===== src/logic/perif_consts.svh =====
`ifndef PERIF_CONSTS_SVH
`define PERIF_CONSTS_SVH

// block base, the low two address bits select the lane
`define PERIF_BASE_ADDR 16'h0040

// access vector bit = offset * 4 + 2 * word + write
// timer word wr/rd (3,2), sync byte wr/rd (9,8), gpio byte wr/rd (13,12)
`define PERIF_ADDR_USED 16'h330C

// bus and peripheral widths
`define IO_DATA_LEN 16
`define TIMER_LEN 16
`define GPIO_CNT 4

// byte offsets inside the block
`define OFS_TIMER 0
`define OFS_SYNC 2
`define OFS_GPIO 3

`endif


===== src/logic/ioBusPkg.sv =====
`default_nettype none

`include "perif_consts.svh"

package ioBusPkg;

  // full bus address
  typedef logic [15:0] ioAddrT;

  // one-hot access size, bit 1 word and bit 0 byte
  typedef logic [1:0] ioSizeT;

  // write and read data
  typedef logic [`IO_DATA_LEN-1:0] ioDataT;

  // one bit per lane, size and direction
  typedef logic [15:0] accessT;

endpackage

`default_nettype wire


===== src/logic/perifPkg.sv =====
`default_nettype none

`include "perif_consts.svh"

package perifPkg;

  // counter and reload value
  typedef logic [`TIMER_LEN-1:0] timerT;

  // one bit per pin
  typedef logic [`GPIO_CNT-1:0] gpioT;

  // tick source for the down counter
  typedef enum logic [1:0] {
    syncOff = 2'd0,
    sync1K  = 2'd1,
    sync1M  = 2'd2,
    syncClk = 2'd3
  } syncSelT;

endpackage

`default_nettype wire


===== src/logic/gpioPort.sv =====
`timescale 1ns/1ns
`default_nettype none

`include "perif_consts.svh"

module gpioPort (
  input  logic             clkH,
  input  logic             arstN,
  input  ioBusPkg::ioDataT ioMosi,
  input  logic             gpioWr,
  input  perifPkg::gpioT   gpioI,
  output perifPkg::gpioT   gpioO,
  output perifPkg::gpioT   gpioE,
  output perifPkg::gpioT   gpioInReg
);

  // low nibble drives the pins, next nibble enables them
  always_ff @(posedge clkH or negedge arstN) begin
    if (!arstN) begin
      gpioO <= '0;
      gpioE <= '0;
    end else if (gpioWr) begin
      gpioO <= ioMosi[`GPIO_CNT-1:0];
      gpioE <= ioMosi[2*`GPIO_CNT-1:`GPIO_CNT];
    end
  end

  // pin sample, one clock behind the pads
  always_ff @(posedge clkH) begin
    gpioInReg <= gpioI;
  end

endmodule

`default_nettype wire


===== src/logic/ioAddrDecoder.sv =====
`timescale 1ns/1ns
`default_nettype none

`include "perif_consts.svh"

module ioAddrDecoder #(
  parameter ioBusPkg::ioAddrT baseAddr = `PERIF_BASE_ADDR,
  parameter ioBusPkg::accessT addrUsed = `PERIF_ADDR_USED
) (
  input  ioBusPkg::ioAddrT ioAddr,
  input  ioBusPkg::ioSizeT ioWrSize,
  input  ioBusPkg::ioSizeT ioRdSize,
  output logic             timerReloadWr,
  output logic             syncWr,
  output logic             gpioWr,
  output logic             timerRd,
  output logic             syncRd,
  output logic             gpioRd,
  output logic             addrAck,
  output logic             addrErr
);

  logic             addrHit;
  ioBusPkg::ioSizeT wrSize;
  ioBusPkg::ioSizeT rdSize;
  logic [3:0]       laneDec;
  ioBusPkg::accessT access;

  // upper fourteen bits pick the block
  assign addrHit = (ioAddr[15:2] == baseAddr[15:2]);
  assign wrSize  = addrHit ? ioWrSize : '0;
  assign rdSize  = addrHit ? ioRdSize : '0;

  // one-hot byte lane
  assign laneDec = 4'b0001 << ioAddr[1:0];

  // four bits per lane: byte rd, byte wr, word rd, word wr
  for (genvar lane = 0; lane < 4; lane++) begin : gLane
    assign access[lane*4+0] = laneDec[lane] & rdSize[0];
    assign access[lane*4+1] = laneDec[lane] & wrSize[0];
    assign access[lane*4+2] = laneDec[lane] & rdSize[1];
    assign access[lane*4+3] = laneDec[lane] & wrSize[1];
  end

  assign addrAck = |(access & addrUsed);

  // in the block, some size set, nothing mapped there
  assign addrErr = (|{ioWrSize, ioRdSize}) & addrHit & ~addrAck;

  // register strobes
  assign timerReloadWr = access[`OFS_TIMER*4+3];
  assign timerRd       = access[`OFS_TIMER*4+2];
  assign syncWr        = access[`OFS_SYNC*4+1];
  assign syncRd        = access[`OFS_SYNC*4+0];
  assign gpioWr        = access[`OFS_GPIO*4+1];
  assign gpioRd        = access[`OFS_GPIO*4+0];

endmodule

`default_nettype wire


===== src/logic/perifBlock.sv =====
`timescale 1ns/1ns
`default_nettype none

`include "perif_consts.svh"

module perifBlock (
  input  logic             clkH,
  input  logic             arstN,
  input  ioBusPkg::ioAddrT ioAddr,
  input  ioBusPkg::ioSizeT ioWrSize,
  input  ioBusPkg::ioSizeT ioRdSize,
  input  ioBusPkg::ioDataT ioMosi,
  output ioBusPkg::ioDataT ioMiso,
  output logic             addrAck,
  output logic             addrErr,
  input  logic             sync1K,
  input  logic             sync1M,
  input  logic             countEn,
  input  logic             timerReset,
  input  perifPkg::gpioT   gpioI,
  output perifPkg::gpioT   gpioO,
  output perifPkg::gpioT   gpioE,
  output logic             timerNZ
);

  logic              timerReloadWr;
  logic              syncWr;
  logic              gpioWr;
  logic              timerRd;
  logic              syncRd;
  logic              gpioRd;
  perifPkg::timerT   reload;
  perifPkg::syncSelT syncSel;
  perifPkg::timerT   timerValue;
  perifPkg::gpioT    gpioInReg;

  ioAddrDecoder #(
    .baseAddr(`PERIF_BASE_ADDR),
    .addrUsed(`PERIF_ADDR_USED)
  ) uDecoder (
    .ioAddr       (ioAddr),
    .ioWrSize     (ioWrSize),
    .ioRdSize     (ioRdSize),
    .timerReloadWr(timerReloadWr),
    .syncWr       (syncWr),
    .gpioWr       (gpioWr),
    .timerRd      (timerRd),
    .syncRd       (syncRd),
    .gpioRd       (gpioRd),
    .addrAck      (addrAck),
    .addrErr      (addrErr)
  );

  timerCfg uTimerCfg (
    .clkH         (clkH),
    .arstN        (arstN),
    .ioMosi       (ioMosi),
    .timerReloadWr(timerReloadWr),
    .syncWr       (syncWr),
    .reload       (reload),
    .syncSel      (syncSel)
  );

  timerCounter uTimerCounter (
    .clkH         (clkH),
    .arstN        (arstN),
    .ioMosi       (ioMosi),
    .timerReloadWr(timerReloadWr),
    .reload       (reload),
    .syncSel      (syncSel),
    .sync1K       (sync1K),
    .sync1M       (sync1M),
    .countEn      (countEn),
    .timerReset   (timerReset),
    .timerValue   (timerValue),
    .timerNZ      (timerNZ)
  );

  gpioPort uGpio (
    .clkH     (clkH),
    .arstN    (arstN),
    .ioMosi   (ioMosi),
    .gpioWr   (gpioWr),
    .gpioI    (gpioI),
    .gpioO    (gpioO),
    .gpioE    (gpioE),
    .gpioInReg(gpioInReg)
  );

  // read strobes are one-hot, so the sources are simply or-ed
  // byte reads land in the low byte
  assign ioMiso =
    ({`IO_DATA_LEN{timerRd}} & ioBusPkg::ioDataT'(timerValue)) |
    ({`IO_DATA_LEN{syncRd}}  & ioBusPkg::ioDataT'(timerNZ)) |
    ({`IO_DATA_LEN{gpioRd}}  & ioBusPkg::ioDataT'(gpioInReg));

endmodule

`default_nettype wire


===== src/logic/timerCfg.sv =====
`timescale 1ns/1ns
`default_nettype none

module timerCfg (
  input  logic              clkH,
  input  logic              arstN,
  input  ioBusPkg::ioDataT  ioMosi,
  input  logic              timerReloadWr,
  input  logic              syncWr,
  output perifPkg::timerT   reload,
  output perifPkg::syncSelT syncSel
);

  // reload word, also loaded into the counter by the same write
  always_ff @(posedge clkH or negedge arstN) begin
    if (!arstN) begin
      reload <= '0;
    end else if (timerReloadWr) begin
      reload <= ioMosi;
    end
  end

  // tick select from the low two bits of the byte write
  always_ff @(posedge clkH or negedge arstN) begin
    if (!arstN) begin
      syncSel <= perifPkg::syncOff;
    end else if (syncWr) begin
      syncSel <= perifPkg::syncSelT'(ioMosi[1:0]);
    end
  end

endmodule

`default_nettype wire


===== src/logic/timerCounter.sv =====
`timescale 1ns/1ns
`default_nettype none

module timerCounter (
  input  logic              clkH,
  input  logic              arstN,
  input  ioBusPkg::ioDataT  ioMosi,
  input  logic              timerReloadWr,
  input  perifPkg::timerT   reload,
  input  perifPkg::syncSelT syncSel,
  input  logic              sync1K,
  input  logic              sync1M,
  input  logic              countEn,
  input  logic              timerReset,
  output perifPkg::timerT   timerValue,
  output logic              timerNZ
);

  perifPkg::timerT count;
  logic            tick;
  logic            countNZ;

  // tick source mux
  always_comb begin
    case (syncSel)
      perifPkg::syncOff: tick = 1'b0;
      perifPkg::sync1K:  tick = sync1K;
      perifPkg::sync1M:  tick = sync1M;
      default:           tick = 1'b1;
    endcase
  end

  assign countNZ = |count;

  // bus load beats restart, restart beats decrement
  always_ff @(posedge clkH or negedge arstN) begin
    if (!arstN) begin
      count   <= '0;
      timerNZ <= 1'b0;
    end else begin
      if (timerReloadWr) begin
        count <= ioMosi;
      end else if (timerReset) begin
        count <= reload;
      end else if (countNZ && countEn && tick) begin
        count <= count - perifPkg::timerT'(1);
      end
      // lags the counter by one clock
      timerNZ <= countNZ;
    end
  end

  assign timerValue = count;

endmodule

`default_nettype wire


===== config.mk =====
export PLATFORM = sky130hd
export DESIGN_NAME = perifBlock
export DESIGN_NICKNAME = d
export VERILOG_FILES = /design/src/logic/ioBusPkg.sv /design/src/logic/perifPkg.sv /design/src/logic/gpioPort.sv /design/src/logic/ioAddrDecoder.sv /design/src/logic/perifBlock.sv /design/src/logic/timerCfg.sv /design/src/logic/timerCounter.sv
export VERILOG_INCLUDE_DIRS = /design/src /design/src/logic
export SDC_FILE = /design/constraint.sdc
export NUM_CORES = 1
export LEC_CHECK = 0
export BUFFER_PORTS_ARGS = -buffer_cell sky130_fd_sc_hd__buf_2
export CAP_MARGIN = 25
export CORE_MARGIN = 2
export CORE_UTILIZATION = 40
export DETAILED_ROUTE_END_ITERATION = 12
export PLACE_DENSITY = 0.74
export RECOVER_POWER = 25
export SYNTH_ARGS = -nofsm -noshare
export SYNTH_HDL_FRONTEND = slang
export SYNTH_HIERARCHICAL = 1
export SYNTH_SLANG_ARGS = --single-unit

===== constraint.sdc =====
create_clock -name clkH -period 3.2 [get_ports clkH]
set_clock_uncertainty 0.05 [all_clocks]
set_input_delay 0.64 -clock clkH [delete_from_list [all_inputs] [get_ports clkH]]
set_output_delay 0.64 -clock clkH [all_outputs]
set_load 0.01 [all_outputs]

== Word-level counts from Yosys, hierarchy flattened ==
Index checks and enable logic that the tools add are counted.

* Shift operators: 1
* Muxes and demuxes: 6
* Equality and inequality tests: 3
* Bitwise gates (word level): 14
* Reduce and logical (&&, ||, !) cells: 7
* Add/sub/neg operators: 1

{| class="wikitable"
|+ Operators by type and width
! kind !! count
|-
| 2-to-1 mux 16 bit || 3
|-
| bitwise OR 16 bit || 2
|-
| AND 16 x 1 -> 16 bit || 1
|-
| AND 16 bit || 1
|-
| AND 16 x 4 -> 16 bit || 1
|-
| OR reduction 16 bit || 1
|-
| subtractor 16 x 1 -> 16 bit, second input constant || 1
|-
| == test 14 x 5 -> 1 bit, second input constant || 1
|-
| AND 1 bit || 8
|-
| OR reduction 6 bit || 1
|-
| 2-to-1 mux 2 bit || 2
|-
| OR reduction 4 bit || 1
|-
| left shift 1 x 2 -> 4 bit, first input constant || 1
|-
| one-hot mux 1 bit (3 select lines) || 1
|-
| nonzero test 3 bit || 1
|-
| == test 2 x 1 -> 1 bit, second input constant || 1
|-
| == test 2 bit, second input constant || 1
|-
| logical AND 1 bit || 2
|-
| logical NOT 2 bit || 1
|-
| NOT 1 bit || 1
|}

* Register bits: 47
* Logic and storage cells: 39
* Output and inout bits: 27
* Input port bits: 46

== Longest topological paths before layout ==
Gate-level depths: netlist of run 1.

* Depth after elaboration: 6
* Mapped depth: 8
* Depth with buffers taken out: 8

== Hierarchy ==
Netlist of run 1, hierarchy kept.

{| class="wikitable"
|+ By module, submodules not included
! module !! cells an instance !! sequential area each (um^2) !! area an instance (um^2) !! times used
|-
| timerCounter || 147 || 425.4 || 1,272.5 || 1
|-
| timerCfg || 38 || 450.4 || 721.9 || 1
|-
| gpioPort || 21 || 280.3 || 411.6 || 1
|-
| ioAddrDecoder || 21 || 0.0 || 142.6 || 1
|-
| perifBlock || 18 || 0.0 || 138.9 || 1
|}

== Worst setup path after synthesis of run 1 ==
OpenSTA, ideal clock, no wires.

* Path type: input to output
* Start: input ioAddr[5]
* End: output ioMiso[10]
* Setup slack: 0.770 ns
* Stages: 5
* Required time: 2.510 ns
* Data arrival time: 1.740 ns
* Buffers on the path: 1
* Cell sequence: nor4b_2 > and4_1 > and3_1 > clkbuf_2 > and2_2

* Word-level cells in the longest chain between the ends: 6
* Elaborated cells on any way between the ends: 10
* Classes of those cells: eq/ne (1); mux (1); bitwise (8)

{| class="wikitable"
|+ RTL lines
! item !! line !! source
|-
| start: declaration || perifBlock.sv:9 || <nowiki>input ioBusPkg::ioAddrT ioAddr,</nowiki>
|-
| == test 14 x 5 -> 1 bit || ioAddrDecoder.sv:30 || <nowiki>assign addrHit = (ioAddr[15:2] == baseAddr[15:2]);</nowiki>
|-
| 2-to-1 mux 2 bit || ioAddrDecoder.sv:32 || <nowiki>assign rdSize = addrHit ? ioRdSize : '0;</nowiki>
|-
| AND 1 bit || ioAddrDecoder.sv:41 || <nowiki>assign access[lane*4+2] = laneDec[lane] & rdSize[1];</nowiki>
|-
| net timerRd || perifBlock.sv:29 || <nowiki>logic timerRd;</nowiki>
|-
| AND 16 bit || perifBlock.sv:93 || <nowiki>({`IO_DATA_LEN{timerRd}} & ioBusPkg::ioDataT'(timerValue)) |</nowiki>
|-
| bitwise OR 16 bit (2 in series) || perifBlock.sv:93 ||
|-
| end: declaration || perifBlock.sv:13 || <nowiki>output ioBusPkg::ioDataT ioMiso,</nowiki>
|}

The timed path passes the listed nets, and every way through them passes these cells.

== Worst setup path in the final report of run 1 ==
* Start: input ioAddr[8]
* End: output ioMiso[14]

The elaborated chain is that of the path after synthesis.

==> results.toml, run 1 <==
[grt]
grt_pass1_vias = 2106
grt-ovfl-total = 0
grt_max_degree = 44
antenna_found_initial = 0
grt_pass1_wl_um = 10700
grtUsageTotal = 0.182

[sta]
slew_headroom = -0.481
tns_ns = 0
finalCritPeriodShare = 0.893
grt_setup_unrepaired = "no"
finalHoldViolCount = 0
setup_viol = 0
worst_slew_pin_slew_ns = 2.22
clock.fmax_mhz = 350
finalMaxSlewViolations = 41
period_needed_ns = 2.86
whs_ns = 0.102

[route]
dr.first_iter.drc_count = 134
via_count = 2168
ant_nets = 0
finalWirelength_um = 6390
drt_pre_antenna_iters = 4
wl_per_cell_um = 16.1
post-route-drc-count = 0
via_per_inst = 5.47

[setup_path]
path_cells = "buf_2 > nor4_2 > and4_1 > and3_1 > buf_4 > and2_2 > buf_2"
cp-end-kind = "output pin"
rrSetupSlack_ns = 0.63
path_class = "primary input to output pin"
critPathSlowestCell = "nor4_2"
cp.arrival_ns = 2.17
startpoint_type = "primary input"
worstPathRequired_ns = 2.51
cp_max_fo = 11
slowest_delay_ns = 0.36
cpMostUsedCell = "buf_2"

[power_and_ir_drop]
ir_drop_v = 0.000239
swShare = 0.261
powerDensity_mw_per_mm2 = 402
clkPwrFrac = 0.351
p_switching_w = 0.000336
p_seq_frac = 0.509
combPwrFrac = 0.141
p_leak_nw = 1.56
intPower_w = 0.000951

[hold_path]
hp-class = "primary input to asynchronous set/reset pin"

[place]
globalplace.congestion = 0.831
port_buffers = 72
place.detailed.hpwl_um = 4620

[synthesis]
synth_flop_cell = "dfrtp_1"
yosysSeqAreaShare = 0.430
ys_async_sr_fraction = 0.915
synth_top_family_by_area = "simple AND/OR/NAND/NOR gates"
synth-compound-area-share = 0.132
yosysMostFrequentCell = "dfrtp_1"
synthXorXnorAreaFrac = 0.0424
synth_edf_count = 0
ys_ff_latch = 47
syn-cell-area_sq_mm = 0.00269
synthTopCellsByArea = "dfrtp_1 (40%), mux2_4 (10%), and2_2 (3.4%), mux2_2 (3.4%), xnor2_1 (3.3%)"
synth.top_cells.by_count = "dfrtp_1 (43), mux2_4 (18), nand2_1 (16), nor2_1 (13), and2_2 (12)"
synth_cell_type_count = 62
synth_top_area_share = 0.400
synthSimpleGateAreaFrac = 0.203
muxShareOfSynthArea = 0.142
yosysTopAreaCell = "dfrtp_1"
netlist_instances = 245
avgSynthCellArea_sq_um = 11.0
synthAdderAreaFrac = 0.00466
syn_nets = 292
synth.yosys.warnings = 6

[clocking]
cts_sinks = 47
cts.clk_slew.worst_paths_ns = 0.09
h-tree-depth = 2
cts_setup_buffers = 0
cts_buffers = 5
cts_resized = 0
cts_hold_buf = 0
cts_buffer_depth = 2
clock_latency_ns = 0.29
cts_tree = "yes"
root_buffer = "clkbuf_8"

[cells_and_area]
drive_gt1_frac = 0.433
nNetsFinal = 365
fill_cells = 621
ff_latch_area_sq_mm = 0.00116
multi_input_area_sq_mm = 0.00141
syn_to_final_growth_pct = 19.2
n_antenna_cell = 0

[floorplan]
initial_core_util = 0.418
die_y_um = 86.0
row_count = 29
die_width_um = 86.0
ios = 73
core_sq_mm = 0.00642
dieArea_sq_mm = 0.00739

[job]
cap_violations = 1

[status]
violations = "max-capacitance violations, max-slew violations"
status = "finished, violations left"
[critical path, delay by kind of cell]
kind,cells,cell delay (ns)
AND/OR/NAND/NOR,4,1.10
buffers and inverters,3,0.43
[final timing paths]
check	from	to	cells after the start
max	ioAddr[8]	ioMiso[14]	7
min	arstN	uTimerCounter/timerValue[15]	1
max reg2reg	uTimerCounter/timerValue[0]	uTimerCounter/timerValue[6]	7
min reg2reg	uTimerCfg/reload[8]	uTimerCfg/reload[8]	1
max in group asynchronous	arstN	uTimerCounter/timerValue[7]	2
min in group clkH	gpioI[2]	uGpio/gpioInReg[2]	1
[metrics by stage]
| stage | total power, W | setup WS [ns] | instance area, sq um | cells | utilization |
|---|---|---|---|---|---|
| 3_5_place_dp | 0.000844 | 0.383 | 3080 | 387 | 0.480 |
| 3_3_place_gp | 0.000840 | 0.476 | 3080 | 387 | 0.480 |
| 2_1_floorplan | 0.000773 | 0.770 | 2690 | 245 | - |
| 6_report | 0.00129 | 0.342 | 3200 | 396 | 0.499 |
| 5_1_grt | 0.00135 | 0.139 | 3200 | 396 | 0.499 |
| 4_1_cts | 0.00130 | 0.381 | 3200 | 395 | 0.499 |
[registers in the layout, summed over array words and instances (netlist names)]
register,cells
uGpio/gpioE,4
uGpio/gpioInReg,4
uGpio/gpioO,4
uTimerCfg/reload,16
uTimerCfg/syncSel,2
uTimerCounter/timerNZ,1
uTimerCounter/timerValue,16
[cell type report]
class                   instances  share of cell area
clock inverters                 2              0.0109
clock buffers                   6              0.0258
multi-input cells             178               0.439
flip-flops and latches         47               0.361
well taps                      77              0.0301
repair buffers                 77               0.123
inverters                       9              0.0105
[layer usage]
metal	vias up	wire length, um	share of wire	track usage
li1	1047	-	-	-
met1	1053	2960	0.46	0.255
met2	64	3040	0.48	0.292
met3	4	358	0.056	0.0327
met4	0	31	0.0048	0.0433
met5	-	0	0	0
[cells by family after synthesis]
| kind of cell | Yosys count |
|---|---|
| compound gates | 47 |
| xor+xnor | 13 |
| fa+ha+maj | 1 |
| buf+inv | 20 |
| flops | 47 |
| mux | 28 |
| simple gates | 89 |
[cell usage in the layout, fill, tap and decap left out, drive strengths merged, types with 8 or more instances in the layout]
master	count
buf	75
dfrtp	43
mux2	26
nand2	16
nor2	14
and2	12
xnor2	10
inv	9
nor4	9
a21oi	8
clkbuf	8
[power groups by stage]
| stage | registers (W) | clock network (W) | logic [W] |
|---|---|---|---|
| finish | 0.000654 | 0.000451 | 0.000181 |
| global route | 0.000659 | 0.000489 | 0.000203 |
| CTS | 0.000653 | 0.000461 | 0.000180 |
| detailed placement | 0.000665 | 0 | 0.000179 |
| global placement | 0.000664 | 0 | 0.000176 |
| floorplan | 0.000652 | 0 | 0.000121 |
No activity file was read; power rests on OpenSTA's default activity.
==> run 2: changes to the inputs <==
--- a/config.mk
+++ b/config.mk
@@ -6,12 +6,13 @@
 export SDC_FILE = /design/constraint.sdc
 export NUM_CORES = 1
 export LEC_CHECK = 0
-export BUFFER_PORTS_ARGS = -buffer_cell sky130_fd_sc_hd__buf_2
 export CAP_MARGIN = 25
 export CORE_MARGIN = 2
 export CORE_UTILIZATION = 40
+export CTS_BUF_LIST = sky130_fd_sc_hd__clkbuf_4 sky130_fd_sc_hd__clkbuf_8
 export DETAILED_ROUTE_END_ITERATION = 12
-export PLACE_DENSITY = 0.74
+export DONT_BUFFER_PORTS = 1
+export PLACE_DENSITY = 0.64
 export RECOVER_POWER = 25
 export SYNTH_ARGS = -nofsm -noshare
 export SYNTH_HDL_FRONTEND = slang
==> results.toml, run 2 (synthesis gave the netlist of run 1 again) <==
[status]
status = "finished, violations left"
violations = "max-capacitance violations, max-slew violations"

[place]
port_buffers = 0
dp.cells = 313
preCtsSetupSlack_ns = 0.399
place.detailed.hpwl_um = 4220
globalplace.congestion = 0.808

[route]
drt_pre_antenna_iters = 4
wl_per_cell_um = 18.5
ant_nets = 0
finalWirelength_um = 5950
post-route-drc-count = 0
via_count = 1859
dr.first_iter.drc_count = 137
via_per_inst = 5.79

[setup_path]
cp-end-kind = "output pin"
cp_max_fo = 16
cp.arrival_ns = 2.05
path_cells = "nor4_2 > and4_1 > and3_1 > a222oi_1 > inv_1"
cp_top_family = "simple AND/OR/NAND/NOR gates"
cp_num_buf_inv = 1
worstSetupStartpoint = "ioAddr[8]"
worstPathRequired_ns = 2.51
startpoint_type = "primary input"
timing.rr.start = "uTimerCounter/timerValue[0]"
path_class = "primary input to output pin"
critPathSlowestCell = "and3_1"
slowest_delay_ns = 0.49

[sta]
timing.final.ws_setup_ns = 0.465
clock.fmax_mhz = 366
worst_slew_pin_slew_ns = 2.32
finalMaxSlewViolations = 44
grt_setup_unrepaired = "no"
period_needed_ns = 2.74
finalCritPeriodShare = 0.855
setup_viol = 0
slew_headroom = -0.550
finalHoldViolCount = 0
tns_ns = 0

[cells_and_area]
layout_commonest_cell = "dfrtp_1"
final_cell_mix = "dfrtp_1 (43), mux2_4 (18), nand2_1 (16), nor2_1 (13), and2_2 (12)"
drive_gt1_frac = 0.262
syn_to_final_growth_pct = 4.66
instances_no_fill = 321
nNetsFinal = 291
n_antenna_cell = 0

[hold_path]
worstHoldStart = "gpioI[3]"
hp-class = "primary input to register"

[job]
cap_violations = 1

[clocking]
cts_buffers = 5
clock_latency_ns = 0.30
root_buffer = "clkbuf_8"
cts.clk_slew.worst_paths_ns = 0.08
cts_tree = "yes"
cts_sinks = 47
cts_resized = 0
h-tree-depth = 2
cts_buffer_depth = 2

[floorplan]
die_y_um = 86.0
row_count = 29
ios = 73
initial_core_util = 0.418
core_sq_mm = 0.00642
dieArea_sq_mm = 0.00739
die_width_um = 86.0

[power_and_ir_drop]
powerDensity_mw_per_mm2 = 412
ir_drop_v = 0.000162
p_leak_nw = 1.22

[grt]
grt_pass1_vias = 1969
grt-ovfl-total = 0
grt_max_degree = 44
grt_pass1_wl_um = 10300
grtUsageTotal = 0.178
antenna_found_initial = 0
run 2: cell count changes in the layout (fill, tap and decap cells not counted):
cell and delta:
buf_12 +1, bufinv_16 -1, clkbuf_1 -1, buf_2 -71, buf_4 -3
run 2: path summary, 6_finish.rpt:
path	end	slack, ns	cells past startpoint
max	ioMiso[0]	0.46	5
min	uGpio/gpioInReg[3]	0.31	0
max reg2reg	uTimerCounter/timerValue[9]	0.58	6
min reg2reg	uTimerCfg/reload[9]	0.46	1
max in group asynchronous	uTimerCounter/timerNZ	0.80	1
min in group asynchronous	uGpio/gpioE[1]	0.98	1
run 2: report_power, final:
group | switching [W] | internal, W
Combinational | 0.0000805 | 0.0000636
Clock | 0.000191 | 0.000170
Sequential | 0.0000377 | 0.000615
Total | 0.000310 | 0.000848
run 2: worst reg2reg max path: stages (launching register included):
cell      delay (ns)
dfrtp_1         0.43
inv_1           0.13
ha_1            0.27
or4b_4          0.54
nor4_4          0.44
o21ai_2         0.27
o311ai_0        0.37
run 2: per-stage QoR:
stage / total power, W / area (sq um) / utilization / hold slack, ns
2_1_floorplan: 0.000773 / 2690 / - / 0.294
3_3_place_gp: 0.000792 / 2720 / 0.424 / 0.296
3_5_place_dp: 0.000795 / 2720 / 0.424 / 0.296
4_1_cts: 0.00118 / 2840 / 0.442 / 0.121
5_1_grt: 0.00122 / 2810 / 0.438 / 0.295
6_report: 0.00116 / 2810 / 0.438 / 0.314
run 2: metal layers:
metal / up-vias / track usage / part of all wire
li1: 903 / - / -
met1: 905 / 0.238 / 0.44
met2: 43 / 0.280 / 0.48
met3: 8 / 0.0568 / 0.063
met4: 0 / 0.0476 / 0.015
met5: - / 0 / 0
run 2: repair_timing:
| item | in CTS | in global routing |
|---|---|---|
| endpoints found under the hold margin | 43 | 0 |
| hold buffers | 1 | 0 |
| buffers inserted | 0 | 0 |
run 2: cell type report:
class | instances | area, sq um
clock buffers | 6 | 82.6
clock inverters | 1 | 5.00
fillers | 602 | 3610
inverters | 9 | 33.8
multi-input cells | 178 | 1410
flip-flops and latches | 47 | 1160
well taps | 77 | 96.3
repair buffers | 3 | 31.3
